## src/exec_consts.svh

```systemverilog
`ifndef EXEC_CONSTS_SVH
`define EXEC_CONSTS_SVH

`define OPC_MUL     7'b0110011  // Routed to the multiply station
`define OPC_DIV     7'b1001111  // Routed to the divide station

`define F3_ADD      3'd0
`define F3_SLTU     3'd3
`define F3_XOR      3'd4
`define F3_OR       3'd6
`define F3_AND      3'd7
`define F3_MULLO    3'd0        // Low half of the product
`define F3_MULHU    3'd3        // High half, unsigned
`define F3_DIVU     3'd5
`define F3_REMU     3'd7

`define RS_DEPTH    4           // Entries per reservation station
`define MUL_STAGES  3           // Multiplier pipeline depth

`endif

```

## src/exec_pkg.sv

```systemverilog
package exec_pkg;

    typedef logic [31:0] word_t;    // Operand and result data
    typedef logic [7:0]  tag_t;     // Physical register tag
    typedef logic [6:0]  opcode_t;
    typedef logic [2:0]  func3_t;

    // Renamed instruction as it arrives from dispatch
    typedef struct packed {
        opcode_t opcode;
        func3_t  func3;
        logic    use_imm;       // Second source comes from imm
        word_t   imm;
        tag_t    rd_tag;
        tag_t    src1_tag;
        logic    src1_ready;
        word_t   src1_value;
        tag_t    src2_tag;
        logic    src2_ready;
        word_t   src2_value;
    } dispatch_t;

    // Operation handed from a station to its functional unit
    typedef struct packed {
        func3_t func3;
        word_t  op1;
        word_t  op2;
        tag_t   rd_tag;
    } issue_t;

    // Common data bus beat and unit result
    typedef struct packed {
        logic  valid;
        tag_t  tag;
        word_t value;
    } cdb_t;

    typedef enum logic [1:0] {
        div_idle,
        div_busy,
        div_done
    } div_state_e;

endpackage

```

## src/dispatch_router.sv

```systemverilog
`timescale 1ns/100ps
`include "exec_consts.svh"

module dispatch_router (
    input  logic                disp_valid,
    input  exec_pkg::dispatch_t disp,
    input  logic                rs_full_int,
    input  logic                rs_full_mul,
    input  logic                rs_full_div,
    output logic                wr_int,
    output logic                wr_mul,
    output logic                wr_div,
    output exec_pkg::dispatch_t wr_entry,
    output logic                disp_stall
);

    logic sel_int;
    logic sel_mul;
    logic sel_div;

    assign sel_mul = (disp.opcode == `OPC_MUL);
    assign sel_div = (disp.opcode == `OPC_DIV);
    assign sel_int = !sel_mul && !sel_div;     // Everything else is add class

    // Stall follows the target station of the opcode on the bus
    assign disp_stall = (sel_int && rs_full_int) || (sel_mul && rs_full_mul) ||
                        (sel_div && rs_full_div);

    assign wr_int = disp_valid && sel_int && !disp_stall;
    assign wr_mul = disp_valid && sel_mul && !disp_stall;
    assign wr_div = disp_valid && sel_div && !disp_stall;

    always_comb begin
        wr_entry = disp;
        if (disp.use_imm) begin
            wr_entry.src2_tag   = '0;
            wr_entry.src2_ready = 1'b1;          // Immediate never waits
            wr_entry.src2_value = disp.imm;
        end
    end

endmodule

```

## config.mk

```make
export PLATFORM = sky130hd
export DESIGN_NAME = dispatch_router
export DESIGN_NICKNAME = d
export VERILOG_FILES = /design/src/exec_pkg.sv /design/src/dispatch_router.sv
export VERILOG_INCLUDE_DIRS = /design/src
export SDC_FILE = /design/constraint.sdc
export NUM_CORES = 1
export LEC_CHECK = 0
export BUFFER_PORTS_ARGS = -buffer_cell sky130_fd_sc_hd__clkbuf_2
export CORE_AREA = 2 2 105 107
export DETAILED_ROUTE_END_ITERATION = 8
export DIE_AREA = 0 0 107 109
export GPL_TIMING_DRIVEN = 0
export SLEW_MARGIN = 30
export SYNTH_ARGS = -nofsm -noshare
export SYNTH_HDL_FRONTEND = slang
export SYNTH_SLANG_ARGS = --single-unit
```

## constraint.sdc

```tcl
create_clock -name vclk -period 0.9
set_input_delay 0 -clock vclk [all_inputs]
set_output_delay 0 -clock vclk [all_outputs]
set_load 0.03 [all_outputs]
```

# After elaboration in Yosys (flattened, before gate mapping)
# Cells that the tools add are included.
word_totals:
  reg_bits: 0
  inputBits: 137
  output_inout_bits: 137
  word_cells: 18
classes:
  eq_ne: 2
  mux: 1
  reduce_logical: 15
op_table:
  columns: ["operator", "count"]
  rows:
  - ["2-to-1 mux 41 bit", 1]
  - ["logical AND 1 bit", 10]
  - ["== test 7 x 6 -> 1 bit (second input constant)", 1]
  - ["== test 7 bit (second input constant)", 1]
  - ["zero test 1 bit", 3]
  - ["logical OR 1 bit", 2]

# Depth between registers and ports, before layout
# Gate-level depths: netlist of run 1.
logic_depth:
  word_depth: 8
  ltp_mapped: 4
  ltp_nobuf: 4

# Worst setup path after synthesis of run 1
# Ideal clock, no wire load.
synth_path:
  path_kind: "in2out"
  startpoint: "input port disp[129] (netlist bit)"
  endpoint: "output port wr_mul"
  t_arrival_ns: 1.140
  required_ns: 0.900
  path_slack_ns: -0.240
  cell_stages: 3
  n_path_buf: 0
  path_cell_list: "and4bb_1 nand4b_2 nor3b_1"
synth_via:
  elab_chain_cells: 8
  elab_cells_between_ends: 13
  classes_between: "eq/ne: 2; reduce/logical: 11"
synth_lines:
  columns: ["item", "line", "text"]
  rows:
  - ["start, declared", "dispatch_router.sv:6", "input exec_pkg::dispatch_t disp,"]
  - ["== test 7 x 6 -> 1 bit (no source line) / == test 7 bit (equally long branches)", null, null]
  - ["zero test 1 bit", "dispatch_router.sv:23", "assign sel_int = !sel_mul && !sel_div;"]
  - ["logical AND 1 bit", "dispatch_router.sv:23", null]
  - ["logical AND 1 bit", "dispatch_router.sv:26", "assign disp_stall = (sel_int && rs_full_int) || (sel_mul && rs_full_mul) ||"]
  - ["logical OR 1 bit (2 in a row)", "dispatch_router.sv:26", null]
  - ["zero test 1 bit", "dispatch_router.sv:30", "assign wr_mul = disp_valid && sel_mul && !disp_stall;"]
  - ["logical AND 1 bit (*)", "dispatch_router.sv:30", null]
  - ["end, declared", "dispatch_router.sv:11", "output logic wr_mul,"]
# Mark *: on every way between the ends. The rest lies on a longest branch, timed or not.

# Final worst setup path of run 1
layout_path:
  startpoint: "input port disp[128] (netlist bit)"
  endpoint: "output port disp_stall"
layout_via:
  elab_chain_cells: 6
  elab_cells_between_ends: 10
  classes_between: "eq/ne: 2; reduce/logical: 8"
layout_lines:
  columns: ["item", "line", "text"]
  rows:
  - ["== test 7 x 6 -> 1 bit (no source line) / == test 7 bit (equally long branches)", null, null]
  - ["zero test 1 bit", "dispatch_router.sv:23", null]
  - ["logical AND 1 bit", "dispatch_router.sv:23", null]
  - ["logical AND 1 bit", "dispatch_router.sv:26", null]
  - ["logical OR 1 bit", "dispatch_router.sv:26", null]
  - ["logical OR 1 bit (*)", "dispatch_router.sv:26", null]
  - ["end, declared", "dispatch_router.sv:14", "output logic disp_stall"]
# Marks and branches as above.

==> results by group, run 1 <==
Clock tree
  • Hold-fix buffers, CTS: 0

Route
  • Total Wirelength: 5110 µm
  • DRC: 0
  • Wire length per cell: 9.97 µm
  • DR vias: 1,710
  • Via density: 3.33
  • DRT iter0 DRCs: 24
  • Drt first pass iters: 4
  • Routed Antenna Nets: 0

Global routing
  • GRT Overall Usage: about 6.6%
  • Vias in the first global route: roughly 1.3k
  • Pin count of the biggest net entering global routing: 11
  • Initial antenna violation count: 0
  • First-pass GRT wire length: between 6000 and 7000 µm
  • Total gr overflow: 0

Setup path
  • Critical Path End Type: primary output
  • Crit path DAT: ~0.96 ns
  • CP Class: input port to primary output
  • CP Data Required Time: 0.90 ns
  • Worst-path maximum fanout: 4
  • Critical path capture point: disp_stall
  • CP startpoint kind: input port
  • CP startpoint: disp[128]

Cells and area
  • Fillers: approximately 1.2k
  • Commonest cells after routing, fill and taps aside: clkbuf_2 (210), buf_4 (96), mux2_2 (32)
  • Seq. cell area: 0 µm²
  • Ratio of cells with drive above 1 in the final layout: around 96%
  • Multi-input logic area: 528 µm²
  • Seq Cell Count: 0
  • Final nets: between 500 and 600
  • ANT cells: 0
  • Clkbuf count: 0
  • Non-filler instance count after layout: 513
  • Layout area overhead: 117%
  • Commonest non-fill, non-tap cell in the layout: clkbuf_2
  • Design area: about 0.0027 mm²

Logic synthesis
  • Mapped Cells: between 100 and 150
  • Synth cell types: 15
  • Top post-synthesis cells by area: buf_4 (56%), mux2_2 (29%), nor2b_1 (4.1%), buf_2 (1.6%), nand4b_2 (1.2%)
  • Syn avg cell area: roughly 8.2 µm²
  • Area leader, netlist: buf_4
  • Mapped Nets: ~290
  • Mapped cell area: around 0.0012 mm²
  • Post-synth top area share: about 56%
  • Synthesis Warnings: 0
  • Post-synthesis sequential area ratio: 0%

Worst hold path
  • Hold Crit Class: input port to primary output

STA
  • Final Critical Period: 0.961 ns
  • Slew Viols, Final: 0
  • Worst-Margin Slew: around 0.20 ns
  • Sum Neg Setup Slack: -0.178 ns
  • Fin crit share: 107%
  • FMAX: ~1.0 GHz
  • Setup violators final: 4
  • Final Hold Fails: 0
  • Slew headroom: 86.5%
  • RSZ-0062 raised after global routing: yes
  • Worst setup margin: -0.0614 ns

Run status
  • Failing checks: setup timing
  • Status: complete, but fails checks

Placement
  • Port Buf Inserts: roughly 220
  • Detail Placement HPWL: roughly 4700 µm
  • DP Area: approximately 0.0025 mm²
  • Global placer's final weighted congestion: 0.732
  • DP Cell Count: ~510

Floorplan
  • Initial Util: between 10% and 20%
  • Die W: ~110 µm
  • IO Pins: around 270
  • Die Ht: between 100 and 150 µm
  • Die ar.: between 0.01 and 0.015 mm²
  • Core area: approximately 0.011 mm²
  • Std-Cell Rows: 38

Pwr
  • IR drop worst, VDD: 0.377 mV
  • Static Leak: approximately 1.6 nW
  • Total power: around 0.0019 W
  • PwrDens: between 700 and 800 mW/mm²

Run
  • MaxCap Viol Count: 0
-- worst max-delay path, stage by stage --
cell and delay (ns):
buf_8 0.09, and4bb_1 0.31, nand4b_4 0.13, o22a_1 0.22, nand2_2 0.08, buf_8 0.13
-- layout make-up --
type                            count  share of cell area [%]
Timing Repair Buffer              224                    45.2
Buffer                             96                    28.1
Multi-Input combinational cell     51                    19.8
Tap cell                          140                    6.58
Inverter                            2                   0.282
-- synthesized netlist by cell type --
cell type / instances
mux2_2: 32
and4bb_1: 1
nand4b_2: 1
and4b_1: 1
nand4b_1: 1
or2_2: 1
inv_1: 2
nor2b_1: 8
o22a_1: 1
nand2_1: 1
and4b_2: 1
nor3b_1: 2
buf_2: 4
buf_4: 92
nand3_1: 1
-- power by group --
part           total (W)  internal [W]  switching, W
Clock                  0             0             0
Combinational    0.00186      0.000784       0.00108
Sequential             0             0             0
Total            0.00186      0.000784       0.00108
-- cells by family (layout without fill, tap and decap cells) --
kind of cell	Yosys count	after routing	synth area share (%)
compound gates	1	1	0.715
buf+inv	98	322	58.6
mux	32	32	29.4
simple gates	18	18	11.2
-- repair_timing --
action,CTS,global route
buffers inserted,1,1
pin swaps,2,5
setup endpoints to repair,35,4
resized for setup,23,13
-- per-stage QoR --
stage	utilization (%)	worst slack (ns)	hold slack, ns
2_1_floorplan	-	0.0448	0.0683
3_3_place_gp	23.8	-0.202	0.262
3_5_place_dp	23.8	-0.216	0.261
4_1_cts	24.7	-0.0984	0.261
5_1_grt	25.1	-0.110	0.262
6_report	25.1	-0.0614	0.259
-- worst min-delay path by stage --
| stage | start | end | cells past startpoint |
|---|---|---|---|
| after floorplan | rs_full_div | wr_div | 1 |
| after detailed placement | disp[76] | wr_entry[76] | 2 |
| final | disp[46] | wr_entry[46] | 2 |
| after global placement | disp[45] | wr_entry[45] | 2 |
| after CTS | disp[46] | wr_entry[46] | 2 |
| after global routing | disp[60] | wr_entry[60] | 2 |
-- per-layer routing --
layer	GRT usage [%]	part of all wire [%]
met5	0	0
met4	0.371	0.53
met3	0.478	9.3
met2	12.5	54
met1	8.46	37
(Power assumes the default switching activity.)
==> run 2, diff against run 1 <==
- BUFFER_PORTS_ARGS: -buffer_cell sky130_fd_sc_hd__clkbuf_2 -> default
- CORE_AREA: 2 2 105 107 -> 2 2 107 109
- DIE_AREA: 0 0 107 109 -> 0 0 109 111
- DONT_BUFFER_PORTS: default -> 1
- RECOVER_POWER: default -> 25
- clock period: 0.9 -> 1.21 ns (I/O delays scaled with it)
==> results by group, run 2 (same netlist as run 1, synthesis figures left out) <==
Cells and area
  • Commonest non-fill, non-tap cell in the layout: buf_4
  • Fillers: 1,286 (+11%)
  • Clkbuf count: 0 (unchanged)
  • Seq. cell area: 0 µm² (unchanged)
  • ANT cells: 0 (unchanged)
  • Commonest cells after routing, fill and taps aside: buf_4 (58), clkbuf_1 (34), mux2_2 (32)
  • Final nets: 288 (-44%)
  • Ratio of cells with drive above 1 in the final layout: 66.4% (-30 points)
  • Seq Cell Count: 0 (unchanged)
  • Layout area overhead: 5.00%

Global routing
  • Pin count of the biggest net entering global routing: 11 (unchanged)
  • Total gr overflow: 0 (unchanged)
  • GRT Overall Usage: 4.81% (-1.8 points)
  • First-pass GRT wire length: 4500 µm (-29%)
  • Initial antenna violation count: 1 (+1)
  • Vias in the first global route: 779 (-42%)

Setup path
  • CP peak stage delay: 0.57 ns (+0.26 ns)
  • Slowest CP cell: nor3b_2
  • Worst-path maximum fanout: 4 (unchanged)
  • Critical Path End Type: primary output
  • CP Data Required Time: 1.21 ns (+0.31 ns)
  • CP startpoint kind: input port
  • CP Class: input port to primary output
  • CP cell instances: and4b_1 -> nand4b_1 -> nor3b_2
  • Crit path DAT: 0.98 ns (+0.02 ns)

Floorplan
  • Die W: 109 µm (+1.9%)
  • Initial Util: 11.1% (-0.49 points)
  • Std-Cell Rows: 39 (+2.6%)
  • Die ar.: 0.0121 mm² (+3.7%)
  • Die Ht: 111 µm (+1.8%)
  • IO Pins: 274 (unchanged)
  • Core area: 0.0111 mm² (+4.5%)

Pwr
  • Clk pwr share: 0% (unchanged)
  • IR drop worst, VDD: 0.145 mV (-62%)
  • Static Leak: 0.530 nW (-68%)
  • Combinational power share: 100.0% (about the same)
  • Int Pwr: 0.000254 W (-68%)
  • Switching share of total power: 72.4% (+14 points)
  • Sequential Power Share: 0% (unchanged)
  • P_sw: 0.000667 W (-38%)
  • PwrDens: 717 mW/mm² (+2.3%)

Route
  • Drt first pass iters: 4 (unchanged)
  • DRC: 0 (unchanged)
  • Wire length per cell: 13.8 µm (+38%)
  • DRT iter0 DRCs: 9 (-63%)
  • Routed Antenna Nets: 0 (unchanged)
  • Total Wirelength: 4020 µm (-21%)
  • DR vias: 967 (-43%)
  • Via density: 3.31 (-0.65%)

Run status
  • Status: completed

STA
  • Fin crit share: between 80% and 90%
  • Final Critical Period: just under 1 ns
  • Setup violators final: 0 (-4)
  • Hold slack final: 0.0718 ns (-0.188 ns)
  • Worst-Margin Slew: 0.700 ns (+0.499 ns)
  • Final Hold Fails: 0 (unchanged)
  • FMAX: 1.02 GHz
  • RSZ-0062 raised after global routing: no
  • Worst setup margin: 0.231 ns (+0.293 ns)
  • Slew headroom: 53.2% (-33 points)
  • Slew Viols, Final: 0 (unchanged)

Worst hold path
  • Hold Crit Class: input port to primary output

Placement
  • Dpl ws: -0.0291 ns (+0.187 ns)
  • Port Buf Inserts: 0 (-100%)
  • Global placer's final weighted congestion: 0.778 (+6.3%)
  • Detail Placement HPWL: 3760 µm (-20%)

Clock tree
  • Post-CTS setup buffers: 0 (-1)

Run
  • MaxCap Viol Count: 0 (unchanged)
[run 2: worst paths after layout]
path	start	endpoint	slack [ns]	depth (start not counted)
worst max-delay path	disp[130]	wr_div	0.23	3
worst min-delay path	rs_full_mul	wr_mul	0.07	1
[run 2: per-layer routing]
layer	track usage, %	share of wire [%]	vias to the layer above	wire length, µm
met2	10.1	56	135	2250
met4	0	0	2	0
met1	4.94	30	430	1230
met3	0.999	13	2	529
met5	0	0.40	-	16
li1	-	-	398	-
[run 2: per-stage QoR]
step	TNS [ns]	cell area, µm²	instances	util [%]	total power [W]
global placement	-0.154	1400	292	12.7	0.000983
finish	0	1290	292	11.6	0.000922
global route	0	1290	292	11.6	0.000954
CTS	0	1410	292	12.8	0.000981
floorplan	0	1220	149	-	0.000930
detailed placement	-0.0291	1410	292	12.7	0.000979
[run 2: power by group through the flow]
| stage | clock [W] | sequential, W | combinational [W] |
|---|---|---|---|
| finish | 0 | 0 | 0.000922 |
| CTS | 0 | 0 | 0.000981 |
| floorplan | 0 | 0 | 0.000930 |
| detailed placement | 0 | 0 | 0.000979 |
| global route | 0 | 0 | 0.000954 |
| global placement | 0 | 0 | 0.000983 |
[run 2: critical path: cells and delay by family]
family	cells	cell delay, ns
and+or+nand+nor	3	0.98
[run 2: area by class of cell]
cell class	instances	area (µm²)	area share, %
inverter	2	7.51	0.584
buffer	96	583	45.3
multi-input combinational	51	517	40.2
tap	143	179	13.9
[run 2: what timing repair did]
action                                  in CTS  in global routing
hold buffers                                 0                  0
endpoints found under the setup margin       1                  0
resized for setup                            1                  0
endpoints found under the hold margin        0                  0
==> run 3, diff against run 2 <==
- clock period: 1.21 -> 0.9 ns (I/O delays scaled with it)
==> results by group, run 3 (same netlist as run 1, synthesis figures left out) <==
STA
  • Slew headroom: 58.0% (+4.7 points)
  • Worst setup margin: -0.00495 ns (-0.236 ns)
  • Fin crit share: 101%
  • Worst-Margin Slew: 0.629 ns (-0.0711 ns)
  • Setup violators final: 1 (+1)
  • RSZ-0062 raised after global routing: yes
  • Sum Neg Setup Slack: -0.00495 ns (-0.00495 ns)
  • Hold slack final: 0.0481 ns (-0.0238 ns)
  • Slew Viols, Final: 0 (unchanged)
  • FMAX: approximately 1.1 GHz
  • Final Hold Fails: 0 (unchanged)
  • Final Critical Period: 0.905 ns

Cells and area
  • Final nets: 288 (unchanged)
  • Seq. cell area: 0 µm² (unchanged)
  • ANT cells: 0 (unchanged)
  • Seq Cell Count: 0 (unchanged)
  • Layout area overhead: 6.95%
  • Ratio of cells with drive above 1 in the final layout: 67.8% (+1.3 points)
  • Multi-input logic area: 537 µm² (+3.9%)
  • Clkbuf count: 0 (unchanged)
  • Commonest non-fill, non-tap cell in the layout: buf_4
  • Fillers: 1,263 (-1.8%)
  • Commonest cells after routing, fill and taps aside: buf_4 (59), clkbuf_1 (33), mux2_2 (32)

Placement
  • Global placer's final weighted congestion: 0.777 (about the same)
  • Detail Placement HPWL: 3320 µm (-12%)
  • Dpl ws: -0.0487 ns (-0.0196 ns)
  • Port Buf Inserts: 0 (unchanged)

Route
  • Drt first pass iters: 4 (unchanged)
  • Wire length per cell: 12.5 µm (-8.9%)
  • Routed Antenna Nets: 0 (unchanged)
  • DRT iter0 DRCs: 4 (-5)
  • Via density: 3.36 (+1.4%)
  • DR vias: 981 (+1.4%)
  • Total Wirelength: 3660 µm (-8.9%)
  • DRC: 0 (unchanged)

Run status
  • Failing checks: setup timing
  • Status: complete, but fails checks

Setup path
  • Worst-path maximum fanout: 4 (unchanged)
  • CP startpoint kind: input port
  • CP delay by family, top: simple AND/OR/NAND/NOR gates
  • Slowest CP cell: nor3b_4
  • Crit path DAT: 0.90 ns (-0.08 ns)
  • CP Data Required Time: 0.90 ns (-0.31 ns)
  • CP peak stage delay: 0.44 ns (-0.13 ns)
  • Crit path buf inv count: 0 (unchanged)
  • Critical Path End Type: primary output
  • CP Class: input port to primary output
  • CP cell instances: and4b_1 -> nand4b_1 -> nor3b_4

Global routing
  • Pin count of the biggest net entering global routing: 11 (unchanged)
  • Initial antenna violation count: 0 (-1)
  • GRT Overall Usage: 4.43% (-0.37 points)
  • First-pass GRT wire length: 4260 µm (-5.4%)
  • Total gr overflow: 0 (unchanged)
  • Vias in the first global route: 741 (-4.9%)

Pwr
  • P_sw: 0.000893 W (+34%)
  • Int Pwr: 0.000348 W (+37%)
  • PwrDens: 947 mW/mm² (+32%)
  • Sequential Power Share: 0% (unchanged)
  • Total power: 0.00124 W (+35%)
  • Static Leak: 0.544 nW (+2.8%)
  • Clk pwr share: 0% (unchanged)
  • Combinational power share: 100.0% (about the same)
  • IR drop worst, VDD: 0.217 mV (+49%)
  • Switching share of total power: 72.0% (-0.40 points)

Floorplan
  • Die W: 109 µm (unchanged)
  • Initial Util: 11.1% (unchanged)
  • Std-Cell Rows: 39 (unchanged)
  • Die ar.: 0.0121 mm² (unchanged)
  • IO Pins: 274 (unchanged)
  • Core area: 0.0111 mm² (unchanged)
  • Die Ht: 111 µm (unchanged)

Clock tree
  • Post-CTS setup buffers: 0 (unchanged)
  • Hold-fix buffers, CTS: 0 (unchanged)

Worst hold path
  • Hold Crit Class: input port to primary output

Run
  • MaxCap Viol Count: 0 (unchanged)
run 3: stage by stage:
step	utilization, %	cells	instance area [µm²]
after floorplan	-	149	1230
after global placement	12.8	292	1410
after detailed placement	12.8	292	1410
after CTS	12.9	292	1430
after global routing	11.8	292	1310
final	11.8	292	1310
run 3: routing by layer:
metal	global-route usage (%)	wire length [µm]
met2	8.16	1890
met1	6.11	1390
met3	0	374
met4	0	0
met5	0	0
run 3: final timing paths:
| path | from | end | slack (ns) | depth (start not counted) |
|---|---|---|---|---|
| worst max-delay path | disp[130] | wr_div | -0.005 | 3 |
| worst min-delay path | rs_full_mul | wr_mul | 0.05 | 1 |
run 3: cell type report:
| cell class | instances | share of cell area, % |
|---|---|---|
| tap | 143 | 13.7 |
| inverter | 2 | 0.573 |
| multi-input combinational | 51 | 41.0 |
| buffer | 96 | 44.8 |
run 3: timing repair:
| item | in CTS | in global routing |
|---|---|---|
| pin swaps | 0 | 0 |
| endpoints found under the hold margin | 0 | 0 |
| resized for setup | 4 | 0 |
| setup endpoints to repair | 3 | 3 |
run 3: power by group through the flow:
stage | registers [W] | clock network (W) | logic (W)
2_1_floorplan | 0 | 0 | 0.00125
3_3_place_gp | 0 | 0 | 0.00131
3_5_place_dp | 0 | 0 | 0.00131
4_1_cts | 0 | 0 | 0.00131
5_1_grt | 0 | 0 | 0.00129
6_report | 0 | 0 | 0.00124
