$ cat src/exec_consts.svh
`ifndef EXEC_CONSTS_SVH
`define EXEC_CONSTS_SVH

`define OPC_MUL     7'b0110011  // Routed to the multiply station
`define OPC_DIV     7'b1001111  // Routed to the divide station

`define F3_ADD      3'd0
`define F3_SLTU     3'd3
`define F3_XOR      3'd4
`define F3_OR       3'd6
`define F3_AND      3'd7
`define F3_MULLO    3'd0        // Low half of the product
`define F3_MULHU    3'd3        // High half, unsigned
`define F3_DIVU     3'd5
`define F3_REMU     3'd7

`define RS_DEPTH    4           // Entries per reservation station
`define MUL_STAGES  3           // Multiplier pipeline depth

`endif

$ cat src/exec_pkg.sv
package exec_pkg;

    typedef logic [31:0] word_t;    // Operand and result data
    typedef logic [7:0]  tag_t;     // Physical register tag
    typedef logic [6:0]  opcode_t;
    typedef logic [2:0]  func3_t;

    // Renamed instruction as it arrives from dispatch
    typedef struct packed {
        opcode_t opcode;
        func3_t  func3;
        logic    use_imm;       // Second source comes from imm
        word_t   imm;
        tag_t    rd_tag;
        tag_t    src1_tag;
        logic    src1_ready;
        word_t   src1_value;
        tag_t    src2_tag;
        logic    src2_ready;
        word_t   src2_value;
    } dispatch_t;

    // Operation handed from a station to its functional unit
    typedef struct packed {
        func3_t func3;
        word_t  op1;
        word_t  op2;
        tag_t   rd_tag;
    } issue_t;

    // Common data bus beat and unit result
    typedef struct packed {
        logic  valid;
        tag_t  tag;
        word_t value;
    } cdb_t;

    typedef enum logic [1:0] {
        div_idle,
        div_busy,
        div_done
    } div_state_e;

endpackage

$ cat src/int_unit.sv
`timescale 1ns/100ps
`include "exec_consts.svh"

module int_unit (
    input  logic             clk,
    input  logic             reset,
    input  logic             issue_valid,
    input  exec_pkg::issue_t issue,
    input  logic             grant,
    output logic             unit_ready,
    output logic             res_valid,
    output exec_pkg::cdb_t   res
);

    exec_pkg::word_t result;
    exec_pkg::word_t value_q;
    exec_pkg::tag_t  tag_q;

    always_comb begin
        case (issue.func3)
            `F3_SLTU: result = {31'b0, issue.op1 < issue.op2};
            `F3_XOR:  result = issue.op1 ^ issue.op2;
            `F3_OR:   result = issue.op1 | issue.op2;
            `F3_AND:  result = issue.op1 & issue.op2;
            `F3_ADD:  result = issue.op1 + issue.op2;
            default:  result = issue.op1 + issue.op2;   // Unused codes add
        endcase
    end

    assign unit_ready = !res_valid || grant;

    always_ff @(posedge clk) begin
        if (reset) begin
            res_valid <= 1'b0;
        end else if (issue_valid && unit_ready) begin
            res_valid <= 1'b1;
        end else if (grant) begin
            res_valid <= 1'b0;
        end
    end

    always_ff @(posedge clk) begin
        if (issue_valid && unit_ready) begin
            value_q <= result;
            tag_q   <= issue.rd_tag;
        end
    end

    assign res = {res_valid, tag_q, value_q};

endmodule

$ cat config.mk
export PLATFORM = sky130hd
export DESIGN_NAME = int_unit
export DESIGN_NICKNAME = d
export VERILOG_FILES = /design/src/exec_pkg.sv /design/src/int_unit.sv
export VERILOG_INCLUDE_DIRS = /design/src
export SDC_FILE = /design/constraint.sdc
export NUM_CORES = 1
export LEC_CHECK = 0
export ABC_AREA = 0
export BUFFER_PORTS_ARGS = -buffer_cell sky130_fd_sc_hd__buf_2
export CELL_PAD_IN_SITES_DETAIL_PLACEMENT = 1
export CELL_PAD_IN_SITES_GLOBAL_PLACEMENT = 1
export CORE_AREA = 2 2 132 134
export DETAILED_ROUTE_END_ITERATION = 7
export DIE_AREA = 0 0 134 136
export PLACE_DENSITY_LB_ADDON = 0.25
export SLEW_MARGIN = 25
export SYNTH_ARGS = -nofsm -noshare
export SYNTH_HDL_FRONTEND = slang
export SYNTH_SLANG_ARGS = --single-unit
$ cat constraint.sdc
create_clock -name clk -period 4.5 [get_ports clk]
set_input_delay 0.9 -clock clk [delete_from_list [all_inputs] [get_ports clk]]
set_output_delay 0.9 -clock clk [all_outputs]
set_load 0.02 [all_outputs]
* After elaboration in Yosys (flattened, before gate mapping)
Cells that the tools add are included.
Cells by class: bitwise operators 3, magnitude comparators 1, eq/ne operators 4, mux-type cells 3, reduce and logical (&&, ||, !) cells 4, add/sub/neg operators 1
Operator list (number):
- $pmux W32 S4 | 1
- $add A32 B32 Y32 | 1
- $and A32 B32 Y32 | 1
- $lt A32 B32 Y1 | 1
- $or A32 B32 Y32 | 1
- $xor A32 B32 Y32 | 1
- $eq A3 B3 Y1 const B | 3
- $eq A3 B2 Y1 const B | 1
- $mux W1 | 2
- $reduce_bool A2 Y1 | 1
- $logic_and A1 B1 Y1 | 1
- $logic_not A1 Y1 | 1
- $logic_or A1 B1 Y1 | 1
Word-level totals: bits of input ports 79, register bits after elaboration 41

* Logic depth before layout (Yosys ltp)
Gate-level depths: netlist of the first run.
depth in word-level cells 4, gate-level depth with buffers 10, mapped depth without buffers 9

* Least setup slack after synthesis of the first run
OpenSTA, ideal clock, no wires.
path type input port to flip-flop, start point input port issue[8] (netlist name), end point register value_q[30], data pin, setup time 0.270 ns, arrival 2.730 ns, buffers on the path 0, cell stages on the path 9, path slack 1.500 ns, cells stage by stage ha_1 > fa_1 > a21oi_1 > nor3_1 > a311oi_2 > a21boi_1 > a21oi_1 > o21ba_2 > o221ai_1
Between the ends: word-level cells in the longest chain between the ends 2
Ends and longest elaborated chain:
- start, declared | line int_unit.sv:8 | input exec_pkg::issue_t issue,
- $add A32 B32 Y32 | line int_unit.sv:25, int_unit.sv:26
- $pmux W32 S4 | line int_unit.sv:20 | case (issue.func3)
- named net result[30] | line int_unit.sv:15 | exec_pkg::word_t result;
- end signal, assigned | line int_unit.sv:44 | value_q <= result;
- end, declared | line int_unit.sv:16 | exec_pkg::word_t value_q;
The timed path passes the listed nets, and every way through them passes these cells. A chain may end at the register's enable or synchronous reset.

* Worst setup path after layout of the first run
start point input port issue[8] (netlist name), end point register value_q[22], data pin
The elaborated chain is that of the path after synthesis.

==> summary.txt, run 1 <==
Synthesis
  – Top_reg_cell synth: edfxtp_1
  – Post-Syn Area: 5450 um^2
  – Seq/Total Area, Yosys: 22.4%
  – Asr flop ratio synth: 0%
  – Post-synth EDFFs: 40
  – Synthesis Warnings: 0
  – Cell variety after synth: 71
  – Synthesized flop and latch total: between 40 and 50
  – Area share of the largest cell type after synthesis: between 20 and 25%
  – Post-synth top area cell: edfxtp_1
  – Ranking of synthesized cells by area: edfxtp_1 (22%), ha_1 (22%), inv_1 (5.9%), o21ai_0 (4.8%), a21oi_1 (4.4%)
  – Post-Syn Nets: 848
  – Mapped Avg Cell Area: just over 8 um^2
  – Cells after synthesis: between 600 and 700

Floorplanning
  – Core area: 16900 um^2
  – Die area: between 15000 and 20000 um^2
  – Die H: 136 um
  – Row count: between 40 and 50
  – I/O pin count: 122
  – Die width: roughly 130 um
  – Starting Density: roughly a third

Timing
  – Final Hold Fails: 0
  – Fin Hold WS: 543 ps
  – Final Setup Violations: 0
  – Headroom to the max-slew limit: between 30% and 40%
  – Slew @ Worst Pin: approximately 920 ps
  – Final Worst Setup Slack: ~1400 ps
  – Fmax: 318 MHz
  – RSZ-0062 raised after global routing: false
  – Fin crit share: 69.8%
  – Slew Viols, Final: 0
  – Tmin final: 3140 ps
  – Setup TNS: 0 ps
  – Max Clock Skew: about 12 ps

Place
  – Number of port buffers: 121
  – RD Place Congestion: 0.888
  – Worst slack at placement: around 1000 ps
  – Placed cells: ~980
  – Hpwl dp: around 14 mm

GRT
  – Overall Global Routing Usage: roughly a fifth
  – Vias in the first global route: around 5400
  – Total gr overflow: 0
  – Global-route wire length before repair: 28.9 mm
  – Largest net degree at the start of global routing: between 40 and 50
  – Initial antenna violation count: 0

Cells and area
  – Final Net Count: between 900 and 1000
  – Most frequent cells in the layout: buf_2 (121), ha_1 (96), inv_1 (85), nand2_1 (62), o21ai_0 (52)
  – Area of the multi-input gates: between 3000 and 4000 um^2
  – Register Area: between 1000 and 1500 um^2
  – Antenna diodes: 0
  – Non-Filler Instances: about 990
  – Fraction of layout cells with a size suffix above 1: around a fifth
  – # fillers: approximately 2100
  – Syn-to-layout area delta: 17.0%
  – Most common cell after layout, fill and taps aside: buf_2

Clock tree
  – # clock sinks: 41
  – CTS Hold Bufs: 0
  – H-Tree Depth: 2
  – Num CTS Buffers: 5
  – CTS tree: yes
  – CTS Buffer Depth: 2
  – Post-cts repair resize count: 0
  – Clk slew on worst S/H paths: ~70 ps
  – Clock Latency Late Sink: roughly 300 ps
  – Post-CTS setup-driven buffer insertion count: 0
  – Root Buffer: clkbuf_16

Drt
  – Routed len/inst: ~18 um
  – Final wirelength: around 18 mm
  – 1st-pass router iterations: 5
  – Vias per cell: 5.40
  – # DRC: 0
  – Via count: approximately 5300
  – 1st-iter DRT viols: 270
  – Post-route ant nets: 0

Flow run
  – Maxcap violations: 0

Setup path
  – Startpoint types: input port
  – Crit-path max FO: 4
  – Nature of the critical path endpoint: flip-flop
  – CP Class: in -> reg
  – Worst Path Required: 4610 ps
  – CP Data Arrival Time: between 3000 and 4000 ps

Hold path
  – Worst hold path type: reg -> reg

Power and ir drop
  – Worst VDD drop: approximately 150 uV
  – Leakage: ~0.003 uW
  – Power density cells: roughly 260 nW/um^2
  – Total power: about 1600 uW

Run status
  – Status: complete, no violations
## through the flow
step / area, um^2 / util [%]
2_1_floorplan: 5450 / -
3_3_place_gp: 6180 / 36.6
3_5_place_dp: 6180 / 36.6
4_1_cts: 6370 / 37.8
5_1_grt: 6370 / 37.8
6_report: 6370 / 37.8
## area by class of cell
| cell class | count | area share [%] |
|---|---|---|
| Multi-Input combinational cell | 500 | 57.9 |
| Sequential cell | 41 | 19.2 |
| Timing Repair Buffer | 128 | 10.3 |
| Inverter | 87 | 5.12 |
| Tap cell | 225 | 4.42 |
| Clock buffer | 5 | 1.96 |
| Clock inverter | 3 | 1.08 |
## worst paths after layout
path	start	end	slack, ps	depth (start not counted)
worst min register to register	res_valid$_SDFFE_PP0P_	res_valid$_SDFFE_PP0P_	540	2
worst max register to register	res_valid$_SDFFE_PP0P_	value_q[27]$_DFFE_PP_	3160	2
worst max-delay path	issue[8]	value_q[22]$_DFFE_PP_	1360	10
worst min-delay path	res_valid$_SDFFE_PP0P_	res_valid$_SDFFE_PP0P_	540	2
## flip-flops by register name (all words and copies together), names as in the netlist
register   count
res_valid      1
tag_q          8
value_q       32
## worst max-delay path, stage by stage
cell	delay (ps)
buf_2	110
ha_1	250
fa_1	430
a21oi_1	240
nor3_1	90
a311oi_2	330
a21boi_1	140
a21oi_1	350
xor2_1	120
a221oi_1	290
## logic make-up (layout without fill, tap and decap cells)
kind of cell	after synthesis	count (layout)	synth area share, %
buffers and inverters	131	223	9.83
AND/OR/NAND/NOR	148	148	12.5
XOR/XNOR	13	13	2.09
AO/OA/AOI/OAI	236	236	29.6
adder cells (fa/ha/maj)	97	97	22.4
multiplexers	6	6	1.10
flip-flops	41	41	22.4
## per-layer routing
metal,part of all wire [%],vias up,GRT usage (%)
met5,0,-,0
met4,0.98,0,4.20
met3,4.1,11,1.94
met2,48,133,34.8
met1,47,2603,26.6
li1,-,2590,-
## report_power, final
group	switching, uW	internal, uW
combinational	422	240
clock	176	321
sequential	11.9	474
total	609	1030
## synth_stat cells (all sizes together) (2+ instances only)
master  instances
a211oi          4
a21bo           2
a21boi          3
a21o           12
a21oi          51
a221oi          9
a22o            9
a22oi          17
a31oi          11
a32oi           6
and2            5
and3            6
and4            3
buf            19
clkbuf         25
edfxtp         40
ha             96
inv            86
mux2i           6
nand2          62
nand3           7
nand4           6
nor2           31
nor2b           5
nor3           10
nor4            8
o211ai          5
o21a            3
o21ai          56
o21bai         12
o221ai          2
o22ai           2
o311ai          9
o31a            2
o31ai          10
xnor2           9
xor2            4
No activity file was read; power rests on OpenSTA's default activity.
==> inputs of run 2 (changes only) <==
==> constraint.sdc (replaced) <==
create_clock -name clk -period 2.5 [get_ports clk]
set_input_delay 0.5 -clock clk [delete_from_list [all_inputs] [get_ports clk]]
set_output_delay 0.5 -clock clk [all_outputs]
set_load 0.02 [all_outputs]
==> summary.txt, run 2 (same netlist as run 1, synthesis figures left out) <==
Run status
  – Status: complete, no violations

Hold path
  – Worst hold path type: in -> reg

Drt
  – # DRC: 0 (unchanged)
  – 1st-iter DRT viols: 324 (+20%)
  – 1st-pass router iterations: 4 (-1)
  – Routed met3 length: 867 um (+16%)
  – Final wirelength: 21.4 mm (+18%)
  – DR top layer: met4
  – Vias per cell: 5.20 (-3.7%)
  – Via count: 6039 (+13%)
  – Routed len/inst: 18.4 um (+0.50%)
  – DR WL met2: 11.0 mm (+26%)
  – Met1 wire length: 9.19 mm (+8.0%)
  – Post-route ant nets: 0 (unchanged)

Timing
  – Fmax: approximately 410 MHz
  – Headroom to the max-slew limit: 41.7% (+2.7 points)
  – Slew @ Worst Pin: 872 ps (-44.0 ps)
  – Final Setup Violations: 0 (unchanged)
  – Slew Viols, Final: 0 (unchanged)
  – Max Clock Skew: 8.56 ps (-3.21 ps)
  – Tmin final: around 2400 ps
  – Fin crit share: between 90% and 100%
  – Final Hold Fails: 0 (unchanged)

Power and ir drop
  – Share of power burned in registers: 25.9% (-3.7 points)
  – Comb pwr share: 47.8% (+7.5 points)
  – Power density cells: 424 nW/um^2 (+64%)
  – Worst VDD drop: 234 uV (+53%)
  – Net Switching: 1240 uW (+100%)
  – Leakage: 0.00393 uW (+29%)
  – Switch share: 36.6% (-0.49 points)
  – Total power: 3400 uW (+110%)
  – Clock power frac: 26.4% (-3.8 points)
  – Cell Int Power: 2160 uW (+110%)

Setup path
  – Worst-path cell chain: buf_6 > inv_2 > ha_4 > a21o_1 > a221o_1 > a221oi_4 > o21ai_4 > a21bo_4 > a21oi_4 > o31ai_4
  – CP max stage cell: a221o_1
  – Worst Path Required: 2530 ps (-2080 ps)
  – Worst stage delay on the critical path: 430 ps (about the same)
  – Nature of the critical path endpoint: flip-flop
  – CP Data Arrival Time: 2480 ps (-770 ps)
  – CP Class: in -> reg
  – Crit-path max FO: 4 (unchanged)
  – Startpoint types: input port

Cells and area
  – Non-Filler Instances: 1162 (+17%)
  – Fraction of layout cells with a size suffix above 1: 38.7% (+19 points)
  – Final Net Count: 1112 (+18%)
  – Largest regs: value_q: 32 flops, tag_q: 8 flops, res_valid: 1 flops
  – Final instance area: 8030 um^2 (+26%)
  – Max reg flops: 32 (unchanged)
  – Syn-to-layout area delta: 47.4%
  – Antenna diodes: 0 (unchanged)
  – Most frequent cells in the layout: buf_4 (176), buf_2 (116), ha_1 (88), inv_1 (79), nand2_1 (62)
  – Largest register by flop count: value_q
  – Most common cell after layout, fill and taps aside: buf_4

Floorplanning
  – I/O pin count: 122 (unchanged)
  – Die area: 18200 um^2 (unchanged)
  – Starting Density: 32.3% (unchanged)
  – Core area: 16900 um^2 (unchanged)
  – Die width: 134 um (unchanged)
  – Die H: 136 um (unchanged)
  – Row count: 48 (unchanged)

GRT
  – Total gr overflow: 0 (unchanged)
  – Vias in the first global route: 6589 (+22%)
  – Global-route wire length before repair: 33.7 mm (+16%)
  – Initial antenna violation count: 0 (unchanged)
  – Largest net degree at the start of global routing: 41 (-6.8%)
  – Overall Global Routing Usage: 23.3% (+3.4 points)

Place
  – Placed cells: 1146 (+17%)
  – DP Area: 7460 um^2 (+21%)
  – RD Place Congestion: 0.910 (+2.6%)
  – Hpwl dp: 16.9 mm (+21%)
  – Number of port buffers: 121 (unchanged)

Clock tree
  – Num CTS Buffers: 5 (unchanged)
  – CTS Hold Bufs: 0 (unchanged)
  – CTS tree: yes
  – CTS Buffer Depth: 2 (unchanged)
  – Clock Latency Late Sink: 300 ps (about the same)
  – Clk slew on worst S/H paths: 60 ps (about the same)
  – H-Tree Depth: 2 (unchanged)
  – # clock sinks: 41 (unchanged)
  – Root Buffer: clkbuf_16

Flow run
  – Maxcap violations: 0 (unchanged)
[run 2: cell types whose count changed in the layout (fill, tap and decap cells not counted), moves of 6 or more]
| cell | before | now |
|---|---|---|
| inv_2 | 1 | 7 |
| buf_6 | 0 | 7 |
| ha_4 | 0 | 8 |
| buf_4 | 7 | 176 |
| a21oi_1 | 48 | 42 |
| ha_1 | 96 | 88 |
| inv_1 | 85 | 79 |
[run 2: power groups by stage]
stage          registers, uW  logic [uW]  clock network, uW
2_1_floorplan            978         720                  0
3_3_place_gp             894        1450                  0
3_5_place_dp             896        1500                  0
4_1_cts                  882        1540                917
5_1_grt                  885        1770                942
6_report                 880        1620                896
[run 2: final timing paths]
path | from | to | slack, ps | cells after the start
worst max-delay path | issue[21] | value_q[31]$_DFFE_PP_ | 50 | 10
worst min-delay path | reset | res_valid$_SDFFE_PP0P_ | 350 | 2
worst max register to register | res_valid$_SDFFE_PP0P_ | value_q[9]$_DFFE_PP_ | 1310 | 3
worst min register to register | res_valid$_SDFFE_PP0P_ | res_valid$_SDFFE_PP0P_ | 540 | 2
[run 2: stage by stage]
step	TNS (ps)	hold WS, ps	util (%)	setup slack, ps
after floorplan	0	569	-	6.92
after global placement	-4860	501	44.2	-348
after detailed placement	-6270	542	44.2	-402
after CTS	0	349	46.1	3.11
after global routing	-31.8	344	47.6	-16.0
final	0	354	47.6	52.0
[run 2: layer usage]
| metal | vias to the layer above | global-route usage [%] |
|---|---|---|
| met5 | - | 0 |
| met4 | 0 | 5.91 |
| met3 | 26 | 2.13 |
| met2 | 144 | 44.0 |
| met1 | 2942 | 28.2 |
| li1 | 2927 | - |
[run 2: timing repair]
item | CTS | global route
pin swaps | 16 | 23
resized for setup | 15 | 43
buffers inserted | 7 | 3
endpoints found under the setup margin | 7 | 20
[run 2: layout make-up]
cell class | count | area, um^2
repair buffers | 301 | 2020
fillers | 2071 | 8850
flip-flops and latches | 41 | 1220
inverters | 87 | 327
multi-input cells | 500 | 3980
well taps | 225 | 282
clock buffers | 5 | 125
clock inverters | 3 | 68.8
[run 2: worst max-delay path: cells and delay by family]
family | cells | cell delay, ps
AOI/OAI and AO/OA | 7 | 1630
adders and majority gates | 1 | 190
buffers and inverters | 2 | 160
==> inputs of run 3 (changes only) <==
--- a/config.mk
+++ b/config.mk
@@ -11,10 +11,10 @@
 export CELL_PAD_IN_SITES_DETAIL_PLACEMENT = 1
 export CELL_PAD_IN_SITES_GLOBAL_PLACEMENT = 1
 export CORE_AREA = 2 2 132 134
+export CTS_BUF_LIST = sky130_fd_sc_hd__clkbuf_4
 export DETAILED_ROUTE_END_ITERATION = 7
 export DIE_AREA = 0 0 134 136
 export PLACE_DENSITY_LB_ADDON = 0.25
-export SLEW_MARGIN = 25
 export SYNTH_ARGS = -nofsm -noshare
 export SYNTH_HDL_FRONTEND = slang
 export SYNTH_SLANG_ARGS = --single-unit
==> summary.txt, run 3 (same netlist as run 1, synthesis figures left out) <==
Cells and area
  – Register Area: 1220 um^2 (unchanged)
  – Final Net Count: 1107 (-0.45%)
  – Area of the multi-input gates: 3810 um^2 (-4.4%)
  – Most frequent cells in the layout: buf_4 (173), buf_2 (119), ha_1 (91), inv_1 (84), nand2_1 (62)
  – Largest regs: value_q: 32 flops, tag_q: 8 flops, res_valid: 1 flops
  – Fraction of layout cells with a size suffix above 1: 35.9% (-2.8 points)
  – Syn-to-layout area delta: 41.5%
  – # fillers: 2107 (+1.7%)
  – Most common cell after layout, fill and taps aside: buf_4
  – Largest register by flop count: value_q
  – Max reg flops: 32 (unchanged)

Clock tree
  – CTS tree: yes
  – Root Buffer: clkbuf_4
  – Clock Latency Late Sink: 400 ps (+100 ps)
  – Num CTS Buffers: 5 (unchanged)
  – H-Tree Depth: 2 (unchanged)
  – Clk slew on worst S/H paths: 140 ps (+80 ps)
  – # clock sinks: 41 (unchanged)
  – CTS Buffer Depth: 2 (unchanged)
  – CTS Hold Bufs: 0 (unchanged)

Timing
  – Final Setup Violations: 0 (unchanged)
  – Fin Hold WS: 246 ps (-108 ps)
  – Setup TNS: 0 ps (unchanged)
  – Slew @ Worst Pin: 841 ps (-30.6 ps)
  – Tmin final: 2450 ps (-1.31 ps)
  – Fmax: 409 MHz (about the same)
  – RSZ-0062 raised after global routing: true
  – Max Clock Skew: 20.2 ps (+11.7 ps)
  – Slew Viols, Final: 0 (unchanged)
  – Final Hold Fails: 0 (unchanged)
  – Headroom to the max-slew limit: 43.7% (+2.0 points)
  – Fin crit share: 97.9% (about the same)

Place
  – RD Place Congestion: 0.910 (unchanged)
  – Hpwl dp: 16.9 mm (unchanged)
  – Number of port buffers: 121 (unchanged)

Flow run
  – Maxcap violations: 0 (unchanged)

Run status
  – Status: complete, no violations

Setup path
  – Nature of the critical path endpoint: flip-flop
  – Startpoint types: input port
  – Worst Path Required: 2650 ps (+120 ps)
  – Crit-path max FO: 5 (+1)
  – CP Class: in -> reg
  – CP Data Arrival Time: 2600 ps (+120 ps)
  – Reg2reg setup slack: 1300 ps (about the same)

Power and ir drop
  – Worst VDD drop: 188 uV (-20%)
  – Clock power frac: 20.0% (-6.4 points)
  – Share of power burned in registers: 29.0% (+3.1 points)
  – Switch share: 38.8% (+2.3 points)
  – Leakage: 0.00384 uW (-2.4%)
  – Comb pwr share: 50.9% (+3.1 points)
  – Net Switching: 1180 uW (-5.4%)
  – Cell Int Power: 1850 uW (-14%)
  – Power density cells: 393 nW/um^2 (-7.2%)

Hold path
  – Worst hold path type: in -> reg

Floorplanning
  – Die area: 18200 um^2 (unchanged)
  – Die width: 134 um (unchanged)
  – I/O pin count: 122 (unchanged)
  – Core area: 16900 um^2 (unchanged)
  – Die H: 136 um (unchanged)
  – Starting Density: 32.3% (unchanged)
  – Row count: 48 (unchanged)

GRT
  – Total gr overflow: 0 (unchanged)
  – Largest net degree at the start of global routing: 41 (unchanged)
  – Overall Global Routing Usage: 23.2% (-0.10 points)
  – Vias in the first global route: 6572 (-0.26%)
  – Global-route wire length before repair: 33.4 mm (-0.68%)
  – Initial antenna violation count: 1 (+1)

Drt
  – 1st-pass router iterations: 4 (unchanged)
  – Final wirelength: 21.1 mm (-1.6%)
  – Post-route ant nets: 0 (unchanged)
  – Via count: 6010 (-0.48%)
  – Routed len/inst: 18.2 um (-1.2%)
  – # DRC: 0 (unchanged)
  – Vias per cell: 5.19 (-0.14%)
  – 1st-iter DRT viols: 308 (-4.9%)
## run 3: changes by cell type in the layout (fill, tap and decap cells not counted), moves of 3 or more
cell       change
buf_4          -3
ha_1           +3
inv_1          +5
buf_2          +3
a21oi_1        +4
clkbuf_4       +5
inv_2          -5
ha_4           -3
buf_6          -6
clkbuf_16      -5
## run 3: critical path, cell delays in order
cell,delay [ps]
buf_2,100
inv_1,110
ha_4,240
and3_1,170
a221o_1,410
a221oi_2,370
o21ai_2,160
a21bo_1,250
a21oi_2,190
o31ai_4,90
## run 3: worst paths after layout
check / from / endpoint / cells after the start
worst max-delay path: issue[23] / value_q[31]$_DFFE_PP_ / 10
worst min-delay path: reset / res_valid$_SDFFE_PP0P_ / 2
worst max register to register: res_valid$_SDFFE_PP0P_ / value_q[25]$_DFFE_PP_ / 3
worst min register to register: res_valid$_SDFFE_PP0P_ / res_valid$_SDFFE_PP0P_ / 2
## run 3: cell type report
type | instances | area share [%]
inverters | 87 | 4.24
repair buffers | 296 | 25.4
multi-input cells | 500 | 49.4
diodes | 1 | 0.0325
flip-flops and latches | 41 | 15.8
clock inverters | 3 | 0.893
well taps | 225 | 3.65
clock buffers | 5 | 0.487
## run 3: what timing repair did
action | in CTS | in global routing
buffers inserted | 0 | 3
endpoints found under the setup margin | 0 | 11
resized for setup | 0 | 20
## run 3: metal layers
metal | track usage, % | wire length, um | vias to the layer above | share of wire (%)
met4 | 5.85 | 367 | 0 | 1.7
met1 | 28.2 | 9170 | 2928 | 44
met2 | 43.6 | 10800 | 132 | 51
met3 | 2.24 | 700 | 28 | 3.3
met5 | 0 | 0 | - | 0
li1 | - | - | 2922 | -
## run 3: per-stage QoR
step / total power (uW) / utilization, % / cell area [um^2] / instances / worst slack (ps)
after detailed placement: 2390 / 44.2 / 7460 / 1146 / -402
final: 3030 / 45.7 / 7710 / 1158 / 53.3
after global routing: 3220 / 45.7 / 7710 / 1158 / -54.3
after floorplan: 1700 / - / 5470 / 672 / 6.92
after global placement: 2340 / 44.2 / 7460 / 1146 / -348
after CTS: 3010 / 44.9 / 7570 / 1154 / 16.7
## run 3: power groups by stage
stage / combinational [uW] / clock [uW] / sequential [uW]
finish: 1540 / 607 / 879
global route: 1690 / 652 / 885
CTS: 1510 / 624 / 881
detailed placement: 1500 / 0 / 896
global placement: 1450 / 0 / 894
floorplan: 720 / 0 / 978
